===== src/verilog/prog_ram_pkg.sv =====
`default_nettype none

package prog_ram_pkg;

  ////////////////////
  // RAM geometry
  ////////////////////

  localparam int NB_COL    = 4;
  localparam int COL_W     = 8;
  localparam int DATA_W    = NB_COL * COL_W;
  localparam int RAM_DEPTH = 1024;
  localparam int ADDR_W    = $clog2(RAM_DEPTH);

  // Serial bit time in clock cycles
  localparam int CLKS_PER_BIT = 16;

  ////////////////////
  // Loader sequence
  ////////////////////

  localparam int                    SYNC_LEN  = 9;
  localparam logic [SYNC_LEN*8-1:0] SYNC_WORD = "TEKNOFEST";

  // Idle cycles before a partial sync sequence is dropped
  localparam int SEQ_BREAK_CYCLES = 2000;

  typedef enum logic [2:0] {
    SEQ_WAIT    = 3'b000,
    SEQ_RECEIVE = 3'b001,
    SEQ_CHECK   = 3'b011,
    SEQ_LENGTH  = 3'b010,
    SEQ_PROGRAM = 3'b110,
    SEQ_FINISH  = 3'b100
  } loader_state_e;

endpackage

`default_nettype wire


===== src/verilog/uart_rx.sv =====
`timescale 1ns/10ps
`default_nettype none

module uart_rx (
  input  logic       clk_i,
  input  logic       rst_ni,
  input  logic       rx_i,
  output logic       byte_valid_o,
  output logic [7:0] byte_data_o
);

  typedef enum logic [1:0] {
    RX_IDLE,
    RX_START,
    RX_DATA,
    RX_STOP
  } rx_state_e;

  typedef logic [$clog2(prog_ram_pkg::CLKS_PER_BIT)-1:0] tmr_t;

  rx_state_e  state_q;
  logic [1:0] rx_sync_q;
  tmr_t       tmr_q;
  logic [2:0] bit_cnt_q;
  logic [7:0] shift_q;
  logic       valid_q;
  logic       rx_s;
  logic       half_bit;
  logic       full_bit;

  assign rx_s     = rx_sync_q[1];
  assign half_bit = (tmr_q == tmr_t'(prog_ram_pkg::CLKS_PER_BIT / 2 - 1));
  assign full_bit = (tmr_q == tmr_t'(prog_ram_pkg::CLKS_PER_BIT - 1));

  // Two flops on the async line, idle level is high
  always_ff @(posedge clk_i) begin
    if (!rst_ni) begin
      rx_sync_q <= 2'b11;
    end else begin
      rx_sync_q <= {rx_sync_q[0], rx_i};
    end
  end

  ////////////////////
  // Frame sequencer
  ////////////////////

  always_ff @(posedge clk_i) begin
    if (!rst_ni) begin
      state_q   <= RX_IDLE;
      tmr_q     <= '0;
      bit_cnt_q <= '0;
      valid_q   <= 1'b0;
    end else begin
      valid_q <= 1'b0;
      case (state_q)
        RX_IDLE: begin
          tmr_q <= '0;
          if (!rx_s) begin
            state_q <= RX_START;
          end
        end
        RX_START: begin
          // Start bit must still be low at mid-bit
          if (half_bit) begin
            tmr_q     <= '0;
            bit_cnt_q <= '0;
            state_q   <= rx_s ? RX_IDLE : RX_DATA;
          end else begin
            tmr_q <= tmr_q + 1'b1;
          end
        end
        RX_DATA: begin
          if (full_bit) begin
            tmr_q     <= '0;
            bit_cnt_q <= bit_cnt_q + 1'b1;
            if (bit_cnt_q == 3'd7) begin
              state_q <= RX_STOP;
            end
          end else begin
            tmr_q <= tmr_q + 1'b1;
          end
        end
        RX_STOP: begin
          // Low stop bit is a framing error, byte dropped
          if (full_bit) begin
            tmr_q   <= '0;
            valid_q <= rx_s;
            state_q <= RX_IDLE;
          end else begin
            tmr_q <= tmr_q + 1'b1;
          end
        end
        default: state_q <= RX_IDLE;
      endcase
    end
  end

  // LSB arrives first
  always_ff @(posedge clk_i) begin
    if (state_q == RX_DATA && full_bit) begin
      shift_q <= {rx_s, shift_q[7:1]};
    end
  end

  assign byte_valid_o = valid_q;
  assign byte_data_o  = shift_q;

endmodule

`default_nettype wire

===== config.mk =====
export PLATFORM = sky130hd
export DESIGN_NAME = uart_rx
export DESIGN_NICKNAME = d
export VERILOG_FILES = /design/src/verilog/prog_ram_pkg.sv /design/src/verilog/uart_rx.sv
export SDC_FILE = /design/constraint.sdc
export NUM_CORES = 1
export LEC_CHECK = 0
export BUFFER_PORTS_ARGS = -buffer_cell sky130_fd_sc_hd__buf_2
export CELL_PAD_IN_SITES_DETAIL_PLACEMENT = 1
export CELL_PAD_IN_SITES_GLOBAL_PLACEMENT = 2
export CORE_AREA = 8 8 57 59
export DETAILED_ROUTE_END_ITERATION = 8
export DIE_AREA = 0 0 65 67
export PLACE_DENSITY = 0.85
export SYNTH_ARGS = -nofsm -noshare
export SYNTH_HDL_FRONTEND = slang
export SYNTH_SLANG_ARGS = --single-unit

===== constraint.sdc =====
create_clock -name clk_i -period 1.9 [get_ports clk_i]
set_input_delay 0 -clock clk_i [delete_from_list [all_inputs] [get_ports clk_i]]
set_output_delay 0 -clock clk_i [all_outputs]
set_load 0.01 [all_outputs]

==> metrics.yaml, run 1 <==
status:
  status: "finished, final reports clean"
clock_tree:
  root_buffer: "clkbuf_4"
  cts_buffers: 3
  cts_setup_buffers: 0
  cts_tree: "yes"
  clkLatencyLatePin_ns: 0.30
  htreeDepth: 1
  clock-sinks: 20
  clk_pin_slew_worst_paths_ns: 0.11
  cts_max_path_buffers: 2
worst_hold_path:
  min_path_cells: 1
  hold_path.class: "flop to flop"
finish:
  seq_area_sq_um: 480.5
  nNetsFinal: 95
  fillCellCount: 268
  num_antenna_cells: 0
  drive_above_1_share_pct: 26.14
  final_cell_mix: "12 x dfxtp_1, 11 x buf_2, 8 x edfxtp_1"
  final_common_cell: "dfxtp_1"
  areaGrowthSynthToFinish_pct: 16.47
  multi_input_area_sq_um: 322.8
synthesis:
  synthXorXnorAreaFrac_pct: 2.023
  synth_top_area_share_pct: 27.75
  yosys_warnings: 0
  synth_adder_area_share_pct: 4.335
  synth_cell_types: 35
  yosys-top-cells-area: "dfxtp_1 28%, edfxtp_1 28%, ha_1 4.3%"
  synth_nets: 80
  synth_mux_area_share_pct: 2.312
  netlist_area_sq_um: 865.8
  synth-compound-area-share_pct: 14.88
  synth_top_family_by_area: "compound AO/OA/AOI/OAI gates"
  syn_area_per_cell_sq_um: 11.70
  ys_seq_area_share_pct: 55.49
  yosys.area_share.simple_pct: 13.73
  synth-seq-cells: 20
  yosysTopAreaCell: "dfxtp_1"
  syn_inst: 74
critical_path:
  crit_path_max_fanout: 12
  crit_chain: "nand3_1 > nor2_2 > buf_4"
  required_ns: 1.92
  worst_path_largest_cell_delay_ns: 0.60
  startpoint_type: "flop"
  crit_path_end_kind: "flop"
  worstRegToRegCells: 3
  path_class: "flop to flop"
  arrival_ns: 1.44
  cpMaxStageDelayCell: "dfxtp_1"
grt:
  antenna_found_initial: 0
  use_met3_pct: 2.349
  grt.busiest_layer: "met2"
  grt_overflow_total: 0
  gr-usage-met1_pct: 9.180
  grt_max_degree: 14
  met2_usage_pct: 14.66
  grt_use_total_pct: 8.391
  grt_pass1_wl_um: 2911
  grt_pass1_vias: 662
sta:
  setup_viol: 0
  slew_violations: 0
  slew_headroom_pct: 71.34
  min_period_over_period_pct: 74.74
  rsz0062_at_grt: "false"
  setup_ws_ns: 0.4800
  worst_pin_slew_ns: 0.4294
  finalSetupTns_ns: 0
  fmax_mhz: 704.2
  finalCriticalPeriod_ns: 1.420
  skew_ns: 0.001952
  hold_violations: 0
drt:
  routed_via_density: 5.161
  wl_um: 1693
  wire_per_inst_um: 14.35
  drc: 0
  drt_pre_antenna_iters: 4
  first_iter_violations: 7
  vias: 609
  final_antenna_net_count: 0
run:
  cap_violations: 0
die:
  die_area_sq_um: 4355
  floorplan.core_area_sq_um: 2365
  ios: 12
  start_util_pct: 36.61
  rows: 18
  die_h_um: 67
  die-width_um: 65
pwr:
  vdd_drop_max_uv: 367.3
  p_leak_uw: 0.0003761
  p_per_area_nw_per_um2: 810.3
placement:
  portBuffers: 11
  place_congestion: 0.7229
  dp_slack_ns: 0.4922
  dp_hpwl_um: 1246
## worst max-delay path: cells and delay by family (launching register included)
family                 cells  cell delay [ns]
flip-flops                 1             0.60
AND/OR/NAND/NOR            2             0.36
buffers and inverters      1             0.18
## final timing paths
kind,slack [ns],start,endpoint
max,0.48,tmr_q[2],byte_data_o[7]
min,0.43,rx_sync_q[0],rx_sync_q[1]
max reg2reg,0.48,tmr_q[2],byte_data_o[7]
min reg2reg,0.43,rx_sync_q[0],rx_sync_q[1]
## synth_stat cells, drive strengths merged
master and count:
a2111oi 1, a211o 1, a211oi 1, a21boi 1, a21oi 2, a311o 1, a31oi 1, a32o 2
a41oi 1, and3b 1, buf 6, dfxtp 12, edfxtp 8, ha 3, inv 4, mux2i 2
nand2 4, nand2b 3, nand3 3, nand4 1, nand4b 1, nor2 5, nor2b 1, nor3 1
nor3b 1, nor4 1, o211ai 1, o21ai 1, o221a 1, o22ai 1, xnor2 2
## power breakdown
group | switching [uW] | internal, uW | total (uW)
Clock | 130 | 213 | 344
Combinational | 10.1 | 11.7 | 21.8
Sequential | 4.97 | 447 | 452
Total | 146 | 672 | 817
## area by class of cell
type | count | area share (%)
Tap cell | 30 | 3.722
Timing Repair Buffer | 16 | 9.926
Clock inverter | 1 | 2.978
Clock buffer | 3 | 2.233
Multi-Input combinational cell | 44 | 32.01
Inverter | 4 | 1.489
Sequential cell | 20 | 47.64
## per-stage QoR
step | utilization (%) | cells | hold WS (ns) | cell area (sq um) | power, uW
after floorplan | - | 74 | 0.1015 | 865.8 | 474.7
after global placement | 39.15 | 111 | 0.1841 | 925.9 | 478.3
after detailed placement | 39.15 | 111 | 0.1848 | 925.9 | 478.6
after CTS | 42.65 | 118 | 0.4390 | 1008 | 827.1
after global routing | 42.65 | 118 | 0.4592 | 1008 | 850.5
final | 42.65 | 118 | 0.4302 | 1008 | 817.2
## metal layers
metal	share of wire (%)	vias to the layer above	wire (um)
met5	0	-	0
met4	2.0	0	34
met3	4.3	4	73
met2	47	13	793
met1	47	294	792
li1	-	298	-
## logic make-up after synthesis
kind of cell               after synthesis
and+or+nand+nor                         22
DFF                                     20
AOI/OAI and AO/OA                       15
buffers and inverters                   10
adders and majority gates                3
xor gates and xnor gates                 2
muxes                                    2
## what timing repair did
item / CTS / global route
endpoints found under the hold margin: 2 / 0
resized for setup: 0 / 0
hold buffers: 3 / 0
## state kept, by name, summed over array words and instances (netlist names), named ones only
| signal | flops |
|---|---|
| bit_cnt_q | 3 |
| byte_data_o | 8 |
| byte_valid_o | 1 |
| rx_sync_q | 2 |
| state_q | 1 |
| tmr_q | 4 |
(Power assumes the default switching activity.)
==> inputs of run 2 (changes only) <==
- CORE_AREA: 8 8 57 59 -> 8 8 62 64
- DIE_AREA: 0 0 65 67 -> 0 0 70 72
- PLACE_DENSITY: 0.85 -> 0.76
- clock period: 1.9 -> 1.28 ns (I/O delays scaled with it)
==> run 2 against run 1 <==
Effect of this change:
- core utilization fell by 4.7 points
- clock power down 13%
- critical endpoint is now bit_cnt_q[0]
- design area is 9.2% higher
- flip-flop and latch count unchanged
- clock-buffer cell count is 1 higher
==> metrics.yaml, run 2 (synthesis results as in run 1) <==
clock_tree:
  root_buffer: "clkbuf_4"
  htreeDepth: 1
  clk_pin_slew_worst_paths_ns: 0.10
  cts_tree: "yes"
  cts_buffers: 3
  clock-sinks: 20
  cts_max_path_buffers: 2
  clkLatencyLatePin_ns: 0.30
placement:
  place_inst: 120
  place_congestion: 0.8009
  portBuffers: 11
  dp_hpwl_um: 1420
  dp_slack_ns: -0.04998
die:
  start_util_pct: 29.83
  die_area_sq_um: 5040
  rows: 20
  die_h_um: 72
  die-width_um: 70
  floorplan.core_area_sq_um: 2903
  ios: 12
sta:
  rsz0062_at_grt: "true"
  setup_ws_ns: 0.04093
  fmax_mhz: 807.1
  min_period_over_period_pct: 96.80
  hold_violations: 0
  worst_pin_slew_ns: 0.2920
  skew_ns: 0.003900
  slew_violations: 0
  slew_headroom_pct: 80.27
  setup_viol: 0
  finalCriticalPeriod_ns: 1.239
  holdWs_ns: 0.4179
critical_path:
  arrival_ns: 1.44
  startpoint_type: "flop"
  crit_path_max_fanout: 9
  ff2ff_setup_slack_ns: 0.04
  worst_path_largest_cell_delay_ns: 0.34
  cpMaxStageDelayCell: "dfxtp_2"
  crit_chain: "ha_2 > nand3_2 > nor2_4 > buf_12 > a2111oi_4"
  crit_path_end_kind: "flop"
  required_ns: 1.48
  path_class: "flop to flop"
drt:
  first_iter_violations: 8
  final_antenna_net_count: 0
  wire_per_inst_um: 14.98
  vias: 642
  drt_pre_antenna_iters: 4
  drc: 0
  routed_via_density: 5.016
  wl_um: 1918
grt:
  antenna_found_initial: 0
  grt_use_total_pct: 8.053
  grt_pass1_wl_um: 3332
  grt_pass1_vias: 671
  grt_max_degree: 12
  grt_overflow_total: 0
finish:
  final_cell_mix: "11 x buf_2, 8 x dfxtp_1, 8 x edfxtp_1"
  largest_register_ff_count: 8
  nNetsFinal: 102
  final_common_cell: "buf_2"
  areaGrowthSynthToFinish_pct: 27.17
  num_antenna_cells: 0
  drive_above_1_share_pct: 40.00
  instances_no_fill: 128
pwr:
  p_per_area_nw_per_um2: 915.3
  total_power_uw: 1008
  p_leak_uw: 0.0004046
  vdd_drop_max_uv: 548.8
status:
  status: "finished, final reports clean"
run:
  cap_violations: 0
worst_hold_path:
  hold_path.class: "flop to flop"
-- run 2: changes by cell type in the layout (fill, tap and decap cells not counted), sizes merged --
cell	previous run	this run
bufinv	1	0
buf	13	20
clkbuf	3	4
-- run 2: final timing paths --
check / depth (start not counted) / to / startpoint
hold reg to reg: 1 / rx_sync_q[1] / rx_sync_q[0]
hold / removal: 1 / rx_sync_q[1] / rx_sync_q[0]
setup reg to reg: 5 / bit_cnt_q[0] / tmr_q[0]
setup / recovery: 5 / bit_cnt_q[0] / tmr_q[0]
-- run 2: per-stage QoR --
stage | util, % | TNS (ns) | instance area [sq um]
final | 37.93 | 0 | 1101
after global routing | 37.93 | -0.01118 | 1101
after CTS | 35.73 | 0 | 1037
after detailed placement | 33.75 | -0.04998 | 979.7
after global placement | 33.75 | 0 | 979.7
after floorplan | - | 0 | 870.8
-- run 2: per-layer routing --
layer / routed length [um] / part of all wire, % / global-route usage, % / vias up
met3: 108 / 5.6 / 3.820 / 3
met4: 8 / 0.42 / 1.339 / 0
met1: 910 / 47 / 9.566 / 313
met5: 0 / 0 / 0 / -
met2: 892 / 47 / 13.10 / 14
li1: - / - / - / 312
-- run 2: worst max-delay path, delay by kind of cell (launching register included) --
family / cells / cell delay (ns)
adder cells (fa/ha/maj): 1 / 0.20
AND/OR/NAND/NOR: 2 / 0.14
flip-flops: 1 / 0.34
buffers and inverters: 1 / 0.14
AO/OA/AOI/OAI: 1 / 0.33
-- run 2: final cells by class --
cell class | count | area [sq um]
repair buffers | 23 | 168.9
fillers | 328 | 1802
multi-input cells | 44 | 361.6
clock buffers | 4 | 26.28
inverters | 4 | 15.01
flip-flops and latches | 20 | 488.0
well taps | 33 | 41.29
-- run 2: power breakdown --
group | total, uW | switching [uW] | internal (uW)
logic | 36.9 | 17.7 | 19.2
registers | 670 | 7.33 | 662
clock network | 301 | 180 | 122
total | 1010 | 205 | 803
-- run 2: repair_timing --
| item | 4_1_cts | 5_1_grt |
|---|---|---|
| endpoints found under the setup margin | 1 | 14 |
| pin swaps | 1 | 2 |
| hold buffers | 3 | 0 |
| buffers inserted | 0 | 1 |
| gates resized for setup | 1 | 11 |
| endpoints found under the hold margin | 2 | 0 |
==> inputs of run 3 (changes only) <==
- CORE_AREA: 8 8 62 64 -> 8 8 68 58
- DIE_AREA: 0 0 70 72 -> 0 0 76 66
- PLACE_DENSITY: 0.76 -> 0.77
==> run 3 against run 2 <==
Effect of this change:
- sequential power about the same
- register-to-register slack about the same
- sequential share of layout area decreased by 0.14 points
- setup slack got worse by 0.0088 ns
==> metrics.yaml, run 3 (synthesis results as in run 1) <==
status:
  status: "finished, final reports clean"
clock_tree:
  htreeDepth: 1
  cts_tree: "yes"
  cts_max_path_buffers: 2
  clk_pin_slew_worst_paths_ns: 0.11
  clock-sinks: 20
  root_buffer: "clkbuf_4"
  cts_buffers: 3
  clkLatencyLatePin_ns: 0.31
worst_hold_path:
  min_path_cells: 1
  hold_path.class: "flop to flop"
drt:
  drc: 0
  routed_via_density: 4.970
  wl_um: 1926
  drt_pre_antenna_iters: 4
  vias: 671
  wire_per_inst_um: 14.27
  first_iter_violations: 15
  final_antenna_net_count: 0
pwr:
  vdd_drop_max_uv: 959.6
  p_per_area_nw_per_um2: 1120
  total_power_uw: 1228
  p_leak_uw: 0.0004068
die:
  rows: 18
  start_util_pct: 29.80
  ios: 12
  die-width_um: 76
  die_area_sq_um: 5016
  floorplan.core_area_sq_um: 2905
  die_h_um: 66
finish:
  num_antenna_cells: 0
  final_cell_mix: "11 x buf_2, 9 x dfxtp_1, 8 x edfxtp_1, 8 x buf_4"
  final_common_cell: "buf_2"
  fillCellCount: 324
  drive_above_1_share_pct: 37.89
  areaGrowthSynthToFinish_pct: 26.59
  instances_no_fill: 135
  largest_register_ff_count: 8
  nNetsFinal: 102
sta:
  min_period_over_period_pct: 97.49
  finalCriticalPeriod_ns: 1.248
  slew_headroom_pct: 80.35
  setup_viol: 0
  worst_pin_slew_ns: 0.2921
  hold_violations: 0
  rsz0062_at_grt: "true"
  skew_ns: 0.01222
  fmax_mhz: 801.4
  slew_violations: 0
grt:
  antenna_found_initial: 0
  grt_max_degree: 13
  grt_pass1_vias: 651
  grt_use_total_pct: 7.695
  grt_overflow_total: 0
  met2_usage_pct: 11.85
  grt_pass1_wl_um: 3105
  use_met3_pct: 4.212
  gr-usage-met1_pct: 9.278
  grt.busiest_layer: "met2"
critical_path:
  required_ns: 1.49
  crit_path_max_fanout: 3
  arrival_ns: 1.45
  path_class: "flop to flop"
  startpoint_type: "flop"
  worstRegToRegCells: 4
  crit_path_end_kind: "flop"
placement:
  portBuffers: 11
  dp_hpwl_um: 1349
  place_inst: 127
  place_congestion: 0.8395
run:
  cap_violations: 0
run 3: through the flow:
step | hold slack, ns | area [sq um] | setup slack [ns] | setup TNS [ns] | util, %
after floorplan | 0.1015 | 870.8 | 0.04170 | 0 | -
after global placement | 0.1872 | 988.4 | 0.03433 | 0 | 34.02
after detailed placement | 0.1871 | 988.4 | 0.007274 | 0 | 34.02
after CTS | 0.4249 | 1074 | 0.005803 | 0 | 36.95
after global routing | 0.4467 | 1096 | -0.01913 | -0.03483 | 37.73
final | 0.4182 | 1096 | 0.03215 | 0 | 37.73
run 3: where the power goes:
| group | leakage, uW | internal [uW] | switching, uW |
|---|---|---|---|
| sequential | 0.000170 | 663 | 7.02 |
| combinational | 0.000208 | 19.0 | 17.1 |
| clock | 0.0000279 | 317 | 205 |
| total | 0.000407 | 999 | 229 |
run 3: timing repair:
item / CTS / global route
hold buffers: 3 / 0
gates resized for setup: 1 / 6
setup endpoints to repair: 1 / 13
cloned: 0 / 1
hold endpoints to repair: 2 / 0
setup buffers: 0 / 0
pin swaps: 0 / 2
run 3: worst max-delay path, cell delays in order (launching register included):
cell     delay [ns]
dfxtp_1        0.35
ha_2           0.20
nand3_2        0.15
buf_4          0.20
o221a_2        0.25
run 3: worst paths after layout:
check	from	end	slack [ns]
max	tmr_q[0]	flop	0.03
max reg2reg	tmr_q[0]	flop	0.03
min	rx_sync_q[0]	rx_sync_q[1]	0.42
min reg2reg	rx_sync_q[0]	rx_sync_q[1]	0.42
run 3: cell type report:
type                       instances  area, sq um  area share [%]
tap                               40        50.05           4.566
sequential                        20        484.2           44.18
multi-input combinational         45        349.1           31.85
clock inverter                     1        30.03           2.740
inverter                           4        15.01           1.370
timing repair buffer              22        145.1           13.24
clock buffer                       3        22.52           2.055
run 3: layer usage:
| layer | share of wire, % | vias up |
|---|---|---|
| li1 | - | 316 |
| met4 | 0 | 0 |
| met5 | 0 | - |
| met1 | 46 | 337 |
| met3 | 6.7 | 0 |
| met2 | 47 | 18 |
