`config.mk`:
```
export PLATFORM = sky130hd
export DESIGN_NAME = prog_loader_flat
export DESIGN_NICKNAME = d
export VERILOG_FILES = /design/src/verilog/prog_ram_pkg.sv /design/src/verilog/prog_word_if.sv /design/src/verilog/prog_loader.sv /design/src/flat_wrapper.sv
export SDC_FILE = /design/constraint.sdc
export NUM_CORES = 1
export LEC_CHECK = 0
export BUFFER_PORTS_ARGS = -buffer_cell sky130_fd_sc_hd__buf_2
export CORE_ASPECT_RATIO = 1.4
export CORE_MARGIN = 10
export CORE_UTILIZATION = 50
export CTS_CLUSTER_SIZE = 10
export DETAILED_ROUTE_END_ITERATION = 12
export HOLD_SLACK_MARGIN = 0.06
export PLACE_DENSITY = 0.68
export SETUP_SLACK_MARGIN = 0.05
export SLEW_MARGIN = 10
export SYNTH_ARGS = -nofsm -noshare
export SYNTH_HDL_FRONTEND = slang
export SYNTH_SLANG_ARGS = --single-unit
export TNS_END_PERCENT = 20
```
`constraint.sdc`:
```
create_clock -name clk_i -period 4.3 [get_ports clk_i]
set_input_delay 0.86 -clock clk_i [delete_from_list [all_inputs] [get_ports clk_i]]
set_output_delay 0.86 -clock clk_i [all_outputs]
set_load 0.02 [all_outputs]
```
`src/verilog/prog_ram_pkg.sv`:
```
`default_nettype none

package prog_ram_pkg;

  ////////////////////
  // RAM geometry
  ////////////////////

  localparam int NB_COL    = 4;
  localparam int COL_W     = 8;
  localparam int DATA_W    = NB_COL * COL_W;
  localparam int RAM_DEPTH = 1024;
  localparam int ADDR_W    = $clog2(RAM_DEPTH);

  // Serial bit time in clock cycles
  localparam int CLKS_PER_BIT = 16;

  ////////////////////
  // Loader sequence
  ////////////////////

  localparam int                    SYNC_LEN  = 9;
  localparam logic [SYNC_LEN*8-1:0] SYNC_WORD = "TEKNOFEST";

  // Idle cycles before a partial sync sequence is dropped
  localparam int SEQ_BREAK_CYCLES = 2000;

  typedef enum logic [2:0] {
    SEQ_WAIT    = 3'b000,
    SEQ_RECEIVE = 3'b001,
    SEQ_CHECK   = 3'b011,
    SEQ_LENGTH  = 3'b010,
    SEQ_PROGRAM = 3'b110,
    SEQ_FINISH  = 3'b100
  } loader_state_e;

endpackage

`default_nettype wire

```
`src/verilog/prog_word_if.sv`:
```
`timescale 1ns/10ps
`default_nettype none

interface prog_word_if;

  logic                              wr_valid;
  logic [prog_ram_pkg::ADDR_W-1:0]   wr_addr;
  logic [prog_ram_pkg::DATA_W-1:0]   wr_data;
  // High for the whole program phase
  logic                              active;

  modport loader (
    output wr_valid,
    output wr_addr,
    output wr_data,
    output active
  );

  modport ram (
    input wr_valid,
    input wr_addr,
    input wr_data,
    input active
  );

endinterface

`default_nettype wire

```
`src/verilog/prog_loader.sv`:
```
`timescale 1ns/10ps
`default_nettype none

module prog_loader (
  input  logic        clk_i,
  input  logic        rst_ni,
  input  logic        byte_valid_i,
  input  logic [7:0]  byte_data_i,
  prog_word_if.loader prog,
  output logic        sys_rst_no
);

  typedef logic [$clog2(prog_ram_pkg::SEQ_BREAK_CYCLES)-1:0] idle_t;
  typedef logic [$clog2(prog_ram_pkg::SYNC_LEN)-1:0]         sync_cnt_t;

  prog_ram_pkg::loader_state_e state_q;
  prog_ram_pkg::loader_state_e state_d;

  logic [prog_ram_pkg::SYNC_LEN*8-1:0] sync_q;
  sync_cnt_t                           sync_cnt_q;
  idle_t                               idle_cnt_q;
  logic [1:0]                          byte_cnt_q;
  logic [31:0]                         word_cnt_q;
  logic [31:0]                         written_q;
  logic [prog_ram_pkg::DATA_W-1:0]     word_q;
  logic [prog_ram_pkg::ADDR_W-1:0]     load_addr_q;
  logic                                wr_valid_q;
  logic                                sys_rst_nq;
  logic                                last_sync;
  logic                                seq_break;
  logic [31:0]                         count_next;

  assign last_sync  = byte_valid_i &&
                      (sync_cnt_q == sync_cnt_t'(prog_ram_pkg::SYNC_LEN - 1));
  assign seq_break  = !byte_valid_i &&
                      (idle_cnt_q == idle_t'(prog_ram_pkg::SEQ_BREAK_CYCLES - 1));
  // Word count with the current byte shifted in, MSB first
  assign count_next = {word_cnt_q[23:0], byte_data_i};

  ////////////////////
  // Next state
  ////////////////////

  always_comb begin
    state_d = state_q;
    case (state_q)
      prog_ram_pkg::SEQ_WAIT: begin
        if (byte_valid_i) begin
          state_d = prog_ram_pkg::SEQ_RECEIVE;
        end
      end
      prog_ram_pkg::SEQ_RECEIVE: begin
        if (last_sync) begin
          state_d = prog_ram_pkg::SEQ_CHECK;
        end else if (seq_break) begin
          state_d = prog_ram_pkg::SEQ_WAIT;
        end
      end
      prog_ram_pkg::SEQ_CHECK: begin
        state_d = (sync_q == prog_ram_pkg::SYNC_WORD) ? prog_ram_pkg::SEQ_LENGTH
                                                      : prog_ram_pkg::SEQ_WAIT;
      end
      prog_ram_pkg::SEQ_LENGTH: begin
        // Zero words skips the program phase
        if (byte_valid_i && &byte_cnt_q) begin
          state_d = (count_next == '0) ? prog_ram_pkg::SEQ_FINISH
                                       : prog_ram_pkg::SEQ_PROGRAM;
        end
      end
      prog_ram_pkg::SEQ_PROGRAM: begin
        if (written_q == word_cnt_q) begin
          state_d = prog_ram_pkg::SEQ_FINISH;
        end
      end
      default: state_d = prog_ram_pkg::SEQ_WAIT;
    endcase
  end

  ////////////////////
  // Control state
  ////////////////////

  always_ff @(posedge clk_i) begin
    if (!rst_ni) begin
      state_q    <= prog_ram_pkg::SEQ_WAIT;
      sync_cnt_q <= '0;
      idle_cnt_q <= '0;
      byte_cnt_q <= '0;
      written_q  <= '0;
      wr_valid_q <= 1'b0;
    end else begin
      state_q    <= state_d;
      wr_valid_q <= 1'b0;
      case (state_q)
        prog_ram_pkg::SEQ_WAIT: begin
          idle_cnt_q <= '0;
          byte_cnt_q <= '0;
          sync_cnt_q <= byte_valid_i ? sync_cnt_t'(1) : '0;
        end
        prog_ram_pkg::SEQ_RECEIVE: begin
          if (byte_valid_i) begin
            idle_cnt_q <= '0;
            sync_cnt_q <= last_sync ? '0 : sync_cnt_q + 1'b1;
          end else if (seq_break) begin
            idle_cnt_q <= '0;
            sync_cnt_q <= '0;
          end else begin
            idle_cnt_q <= idle_cnt_q + 1'b1;
          end
        end
        prog_ram_pkg::SEQ_CHECK: begin
          byte_cnt_q <= '0;
          written_q  <= '0;
        end
        prog_ram_pkg::SEQ_LENGTH: begin
          if (byte_valid_i) begin
            byte_cnt_q <= byte_cnt_q + 1'b1;
          end
        end
        prog_ram_pkg::SEQ_PROGRAM: begin
          if (byte_valid_i) begin
            byte_cnt_q <= byte_cnt_q + 1'b1;
            // Fourth byte completes the word
            if (&byte_cnt_q) begin
              wr_valid_q <= 1'b1;
              written_q  <= written_q + 1'b1;
            end
          end
        end
        default: ;
      endcase
    end
  end

  // Byte shifters
  always_ff @(posedge clk_i) begin
    if (byte_valid_i) begin
      if (state_q == prog_ram_pkg::SEQ_WAIT || state_q == prog_ram_pkg::SEQ_RECEIVE) begin
        sync_q <= {sync_q[prog_ram_pkg::SYNC_LEN*8-9:0], byte_data_i};
      end
      if (state_q == prog_ram_pkg::SEQ_LENGTH) begin
        word_cnt_q <= count_next;
      end
      if (state_q == prog_ram_pkg::SEQ_PROGRAM) begin
        word_q <= {word_q[prog_ram_pkg::DATA_W-9:0], byte_data_i};
      end
    end
  end

  // One low cycle right after the finish state
  always_ff @(posedge clk_i) begin
    if (!rst_ni) begin
      sys_rst_nq <= 1'b1;
    end else begin
      sys_rst_nq <= (state_q != prog_ram_pkg::SEQ_FINISH);
    end
  end

  always_ff @(posedge clk_i) begin
    if (!rst_ni || !sys_rst_nq) begin
      load_addr_q <= '0;
    end else if (wr_valid_q) begin
      load_addr_q <= load_addr_q + 1'b1;
    end
  end

  assign prog.wr_valid = wr_valid_q;
  assign prog.wr_addr  = load_addr_q;
  assign prog.wr_data  = word_q;
  assign prog.active   = (state_q == prog_ram_pkg::SEQ_PROGRAM);
  assign sys_rst_no    = sys_rst_nq;

endmodule

`default_nettype wire

```
`src/flat_wrapper.sv`:
```
// flat-port wrapper written by rule: the top's interface ports become plain ports
module prog_loader_flat 
  (clk_i, rst_ni, byte_valid_i, byte_data_i, sys_rst_no, prog_wr_valid, prog_wr_addr, prog_wr_data, prog_active);
  prog_word_if prog_i ();
  input  logic clk_i;
  input  logic rst_ni;
  input  logic byte_valid_i;
  input  logic [7:0] byte_data_i;
  output logic sys_rst_no;
  output wire logic [$bits(prog_i.wr_valid)-1:0] prog_wr_valid;
  output wire logic [$bits(prog_i.wr_addr)-1:0] prog_wr_addr;
  output wire logic [$bits(prog_i.wr_data)-1:0] prog_wr_data;
  output wire logic [$bits(prog_i.active)-1:0] prog_active;
  assign prog_wr_valid = prog_i.wr_valid;
  assign prog_wr_addr = prog_i.wr_addr;
  assign prog_wr_data = prog_i.wr_data;
  assign prog_active = prog_i.active;
  prog_loader u_core (.clk_i(clk_i), .rst_ni(rst_ni), .byte_valid_i(byte_valid_i), .byte_data_i(byte_data_i), .prog(prog_i), .sys_rst_no(sys_rst_no));
endmodule
```
==> results of run 1 <==
final timing paths:
kind	endpoint	from	slack, ns	cells after the start
worst min register to register	u_core.prog.wr_data[17]$_DFFE_PP_	u_core.prog.wr_data[9]$_DFFE_PP_	0.44	0
worst max register to register	u_core.written_q[27]$_SDFFE_PN0P_	u_core.byte_cnt_q[0]$_SDFFE_PN0P_	1.52	7
worst max-delay path	u_core.written_q[27]$_SDFFE_PN0P_	byte_valid_i	1.42	7
worst min-delay path	u_core.prog.wr_data[17]$_DFFE_PP_	u_core.prog.wr_data[9]$_DFFE_PP_	0.44	0
kinds of logic after synthesis:
group           count (synthesis)  synth area share
xor+xnor                       67           0.07620
buf+inv                        22           0.01137
simple gates                  221            0.1618
compound gates                 53           0.04289
flops                         200            0.6967
mux                             1          0.001300
fa+ha+maj                       6          0.009748
final cells by class:
cell class	instances	area, um2
Sequential cell	200	5365
Inverter	10	37.54
Clock inverter	13	128.9
Clock buffer	19	432.9
Multi-Input combinational cell	348	2255
Timing Repair Buffer	59	305.3
Fill cell	1163	6289
Tap cell	192	240.2
worst register-to-register path, cell delays in order, from the launching register on:
cell	delay (ns)
dfxtp_1	0.36
ha_1	0.21
and4b_1	0.33
o2111ai_1	0.45
nor4_2	0.84
nand3_1	0.19
xor2_1	0.20
nor2_1	0.06
report_power, final:
part	leakage, nW	switching, mW	total, mW	internal (mW)
sequential	1.80	0.0229	2.11	2.09
combinational	0.908	0.0429	0.0609	0.0180
clock	0.275	0.733	1.50	0.771
total	2.98	0.799	3.68	2.88
per-stage QoR:
stage / instances / hold slack [ns] / util / power (mW)
finish: 841 / 0.4430 / 0.5822 / 3.676
global placement: 809 / 0.4207 / 0.5449 / 2.211
CTS: 841 / 0.4451 / 0.5822 / 3.711
floorplan: 570 / 0.4166 / - / 2.186
global route: 841 / 0.4480 / 0.5822 / 3.791
detailed placement: 809 / 0.4254 / 0.5449 / 2.216
registers in the layout, indices dropped and copies added (netlist names):
register and cells:
u_core.sync_q 72, u_core.prog.wr_data 32, u_core.word_cnt_q 32, u_core.written_q 32, u_core.idle_cnt_q 11, u_core.prog.wr_addr 10, u_core.sync_cnt_q 4, u_core.state_q 3
u_core.byte_cnt_q 2, u_core.prog.wr_valid 1, u_core.sys_rst_no 1
cell usage in the layout, fill, tap and decap left out, types with 5 or more instances in the layout:
cell / instances
xnor2_1: 41
nor2_1: 48
xor2_1: 26
nor4_1: 15
nor2b_1: 9
buf_2: 55
o21ai_0: 19
nor3_1: 8
dfxtp_1: 64
or3_1: 12
a21oi_1: 16
nand2_1: 36
edfxtp_1: 136
and3_1: 8
nand2b_1: 5
nand3_1: 18
clkbuf_16: 17
nand4_1: 28
inv_8: 5
a21boi_0: 5
inv_1: 10
ha_1: 6
routing by layer:
metal / global-route usage / vias to the layer above
met5: 0 / -
met3: 0.04193 / 23
met2: 0.2397 / 82
li1: - / 2240
met1: 0.1629 / 2287
met4: 0.05773 / 0
==> results_dict.tcl, run 1 <==
set metrics [dict create \
    grt_first_pass_wirelength_mm 23.88 \
    slew_headroom 0.3174 \
    crit_required_ns 4.59 \
    wl_per_cell_um 17.26 \
    synth_area_um2 7701 \
    port_buffers 55 \
    start_util 0.5116 \
    min_period_ns 2.876 \
    drive_gt1_frac 0.1556 \
    cap_violations 0 \
    antenna_found_initial 0 \
    num-nets-final 653 \
    leakage_nw 2.979 \
    fin_skew_ns 0.01111 \
    seq_area_frac_synth 0.6967 \
    ys.flop_type "edfxtp_1" \
    final_area_um2 8765 \
    cts_setup_buffers 0 \
    synth_warnings 0 \
    place_area_um2 8203 \
    clock_latency_ns 0.43 \
    crit_buf_inv 1 \
    synth_top_cell_by_area "edfxtp_1" \
    synth.top_cell.area_share 0.5303 \
    setup_viol 0 \
    finalCritPeriodShare 0.6689 \
    slowest_delay_ns 0.83 \
    area_delta_synth_final_pct 13.81 \
    synth_nets 587 \
    dr_wl_met3_um 636 \
    num_vias 4632 \
    root_buffer "clkbuf_16" \
    dpl.hpwl_mm 10.19 \
    track_usage 0.1412 \
    ctsHtreeMaxLevel 4 \
    synth_cell_types 50 \
    clk_pin_slew_ns 0.07 \
    pre_cts_slack_ns 1.030 \
    grt_max_degree 41 \
    setup_slack_ns 1.424 \
    coreArea_um2 15050 \
    synth-edff-count 136 \
    totalWireLength_mm 14.51 \
    drcViolationCount 0 \
    ys_async_sr_fraction 0 \
    yosys-top-cells-area "edfxtp_1 (53%), dfxtp_1 (17%), xnor2_1 (4.7%)" \
    power.density_nw_per_um2 419.4 \
    cts_buffers 17 \
    hold_viol_final 0 \
    wl_met1_mm 6.213 \
    cts_buffer_depth 2 \
    fmax_mhz 347.7 \
    die_area_um2 20840 \
    grt.overflow.total 0 \
    io_pins 56 \
    num_rows 53 \
    die_w_um 124.9 \
    path_max_fanout 14 \
    synth-seq-cells 200 \
    highest_layer "met4" \
    arrival_ns 3.16 \
    tightest_slew_ns 1.021 \
    ant_nets 0 \
    postCtsResizedCells 0 \
    slew_viol_final 0 \
    critPathLaunchType "input pin" \
    ir_drop_mv 0.3700 \
    holdBufCountCts 0 \
    clock_sinks 200 \
    cts_tree "done" \
    path_cells "buf_2 -> and4b_1 -> o2111ai_1 -> nor4_2 -> nand3_1 -> xor2_1 -> nor2_1" \
    status "complete, no violations" \
    worstHoldPathType "register to register" \
    slowest_stage "nor4_2" \
    yosysMostFrequentCell "edfxtp_1" \
    die_y_um 166.8 \
    first_global_vias 4767 \
    setup_tns_ns 0 \
    wl_met2_mm 7.404 \
    crit_family "simple AND/OR/NAND/NOR gates" \
    diodes 0 \
    rsz0062_at_grt "false" \
    end_kind "register" \
    path_class "input pin to register" \
    synthCells 570 \
    drtPass1Iterations 4 \
    synth.top_cells.by_count "edfxtp_1 (136), dfxtp_1 (64), nor2_1 (48), xnor2_1 (41), nand2_1 (36)" \
    routabilityCongestion 0.8160 \
    drt_iter0_markers 252 \
    syn_avg_cell_area_um2 13.51 \
    vias_per_cell 5.508 \
]
Power figures use the tool's default switching activity.
==> run 2, diff against run 1 <==
==> constraint.sdc (replaced) <==
create_clock -name clk_i -period 3 [get_ports clk_i]
set_input_delay 0.6 -clock clk_i [delete_from_list [all_inputs] [get_ports clk_i]]
set_output_delay 0.6 -clock clk_i [all_outputs]
set_load 0.02 [all_outputs]
==> run 2 against run 1 <==
Net effect: critical path depth unchanged; cell count up 0.71%; sequential cell count unchanged; design area up 1.6%; wire length up 2.0%; register-to-register slack worse by 0.84 ns; die area unchanged; largest power group unchanged; count of clock-buffer cells in the layout down 2; utilization up 0.96 points; critical endpoint is now u_core.written_q[28]$_SDFFE_PN0P_; combinational power up 49%; power up 51%.
==> results_dict.tcl, run 2 (same netlist as run 1, synthesis figures left out) <==
set metrics [dict create \
    coreArea_um2 15050 \
    fmax_mhz 431.8 \
    drt_iter0_markers 427 \
    totalWireLength_mm 14.80 \
    area_delta_synth_final_pct 15.68 \
    reg2regPathDepth 7 \
    slew_viol_final 0 \
    leakage_nw 3.048 \
    wl_per_cell_um 17.48 \
    slew_headroom 0.5872 \
    arrival_ns 2.64 \
    root_buffer "clkbuf_16" \
    tightest_slew_ns 0.6177 \
    rsz0062_at_grt "false" \
    finalCritPeriodShare 0.7720 \
    num_rows 53 \
    nFillCells 1169 \
    ir_drop_mv 0.3833 \
    cts_buffers 17 \
    clock_sinks 200 \
    postCtsResizedCells 0 \
    cts_tree "done" \
    first_global_vias 4802 \
    critPathLaunchType "register" \
    cts_buffer_depth 2 \
    worstSetupStartpoint "u_core.byte_cnt_q[0]$_SDFFE_PN0P_" \
    setup_viol 0 \
    start_util 0.5116 \
    die_y_um 166.8 \
    largest_reg_flops 72 \
    setup_tns_ns 0 \
    final_common_cell "edfxtp_1" \
    track_usage 0.1418 \
    r2r_start "u_core.byte_cnt_q[0]$_SDFFE_PN0P_" \
    holdBufCountCts 0 \
    power.density_nw_per_um2 624.8 \
    path_max_fanout 10 \
    ctsHtreeMaxLevel 4 \
    max_flop_register "u_core.sync_q" \
    end_kind "register" \
    reg2reg_to "u_core.written_q[28]$_SDFFE_PN0P_" \
    worstHoldPathType "input pin to register" \
    die_w_um 124.9 \
    ant_nets 0 \
    cap_violations 0 \
    drtPass1Iterations 4 \
    path_class "register to register" \
    diodes 0 \
    vias_per_cell 5.574 \
    drcViolationCount 0 \
    num_vias 4721 \
    io_pins 56 \
    dpl.hpwl_mm 10.38 \
    place_area_um2 8267 \
    crit_end "u_core.written_q[28]$_SDFFE_PN0P_" \
    final_cell_mix "edfxtp_1 (136), dfxtp_1 (64), buf_2 (55)" \
    min_period_ns 2.316 \
    status "complete, no violations" \
    fin_skew_ns 0.006309 \
    drive_gt1_frac 0.1664 \
    port_buffers 55 \
    num-nets-final 659 \
    clk_pin_slew_ns 0.07 \
    stdcell_count 847 \
    grt_first_pass_wirelength_mm 24.26 \
    cts_setup_buffers 0 \
    die_area_um2 20840 \
    hold_viol_final 0 \
    r2r_slack_ns 0.68 \
    antenna_found_initial 0 \
    routabilityCongestion 0.8457 \
    grt.overflow.total 0 \
    power.total_mw 5.566 \
    place_inst 815 \
    final_area_um2 8909 \
    clock_latency_ns 0.43 \
    crit_required_ns 3.33 \
    grt_max_degree 38 \
]
-- run 2: stage by stage --
step	setup slack, ns	hold slack, ns	util
floorplan	-0.03569	0.4166	-
global placement	0.4750	0.4197	0.5492
CTS	0.7008	0.3990	0.5918
global route	0.4976	0.4047	0.5918
detailed placement	0.4153	0.4251	0.5492
finish	0.6841	0.4083	0.5918
-- run 2: layer usage --
| metal | vias to the layer above | share of wire | track usage |
|---|---|---|---|
| met2 | 113 | 0.53 | 0.2484 |
| met1 | 2326 | 0.42 | 0.1641 |
| li1 | 2265 | - | - |
| met5 | - | 0 | 0 |
| met3 | 17 | 0.045 | 0.03780 |
| met4 | 0 | 0.011 | 0.04618 |
-- run 2: report_power, final --
group	total, mW	switching (mW)	internal [mW]	leakage, nW
combinational	0.0907	0.0614	0.0292	0.939
clock	2.45	1.08	1.37	0.313
sequential	3.03	0.0341	2.99	1.80
-- run 2: layout make-up --
type / count / area (um2) / area share
clock buffers: 17 / 425.4 / 0.04775
well taps: 192 / 240.2 / 0.02697
multi-input cells: 348 / 2261 / 0.2538
clock inverters: 15 / 216.5 / 0.02430
flip-flops and latches: 200 / 5365 / 0.6022
inverters: 10 / 37.54 / 0.004213
repair buffers: 65 / 362.8 / 0.04073
-- run 2: worst min path at each step --
stage                                     start                             end  slack, ns  cells after the start
floorplan            u_core.sync_q[7]$_DFFE_PP_     u_core.sync_q[15]$_DFFE_PP_       0.42                      0
global placement    u_core.sync_q[43]$_DFFE_PP_     u_core.sync_q[51]$_DFFE_PP_       0.42                      0
detailed placement  u_core.sync_q[43]$_DFFE_PP_     u_core.sync_q[51]$_DFFE_PP_       0.43                      0
CTS                              byte_data_i[0]  u_core.word_cnt_q[0]$_DFFE_PP_       0.40                      1
global route                     byte_data_i[0]  u_core.word_cnt_q[0]$_DFFE_PP_       0.40                      1
finish                           byte_data_i[0]  u_core.word_cnt_q[0]$_DFFE_PP_       0.41                      1
-- run 2: critical path: stages, from the launching register on --
cell	delay (ns)
dfxtp_1	0.37
ha_1	0.21
and4b_1	0.33
o2111ai_4	0.23
nor4_4	0.59
nand4_1	0.19
xnor2_1	0.15
and2b_1	0.15
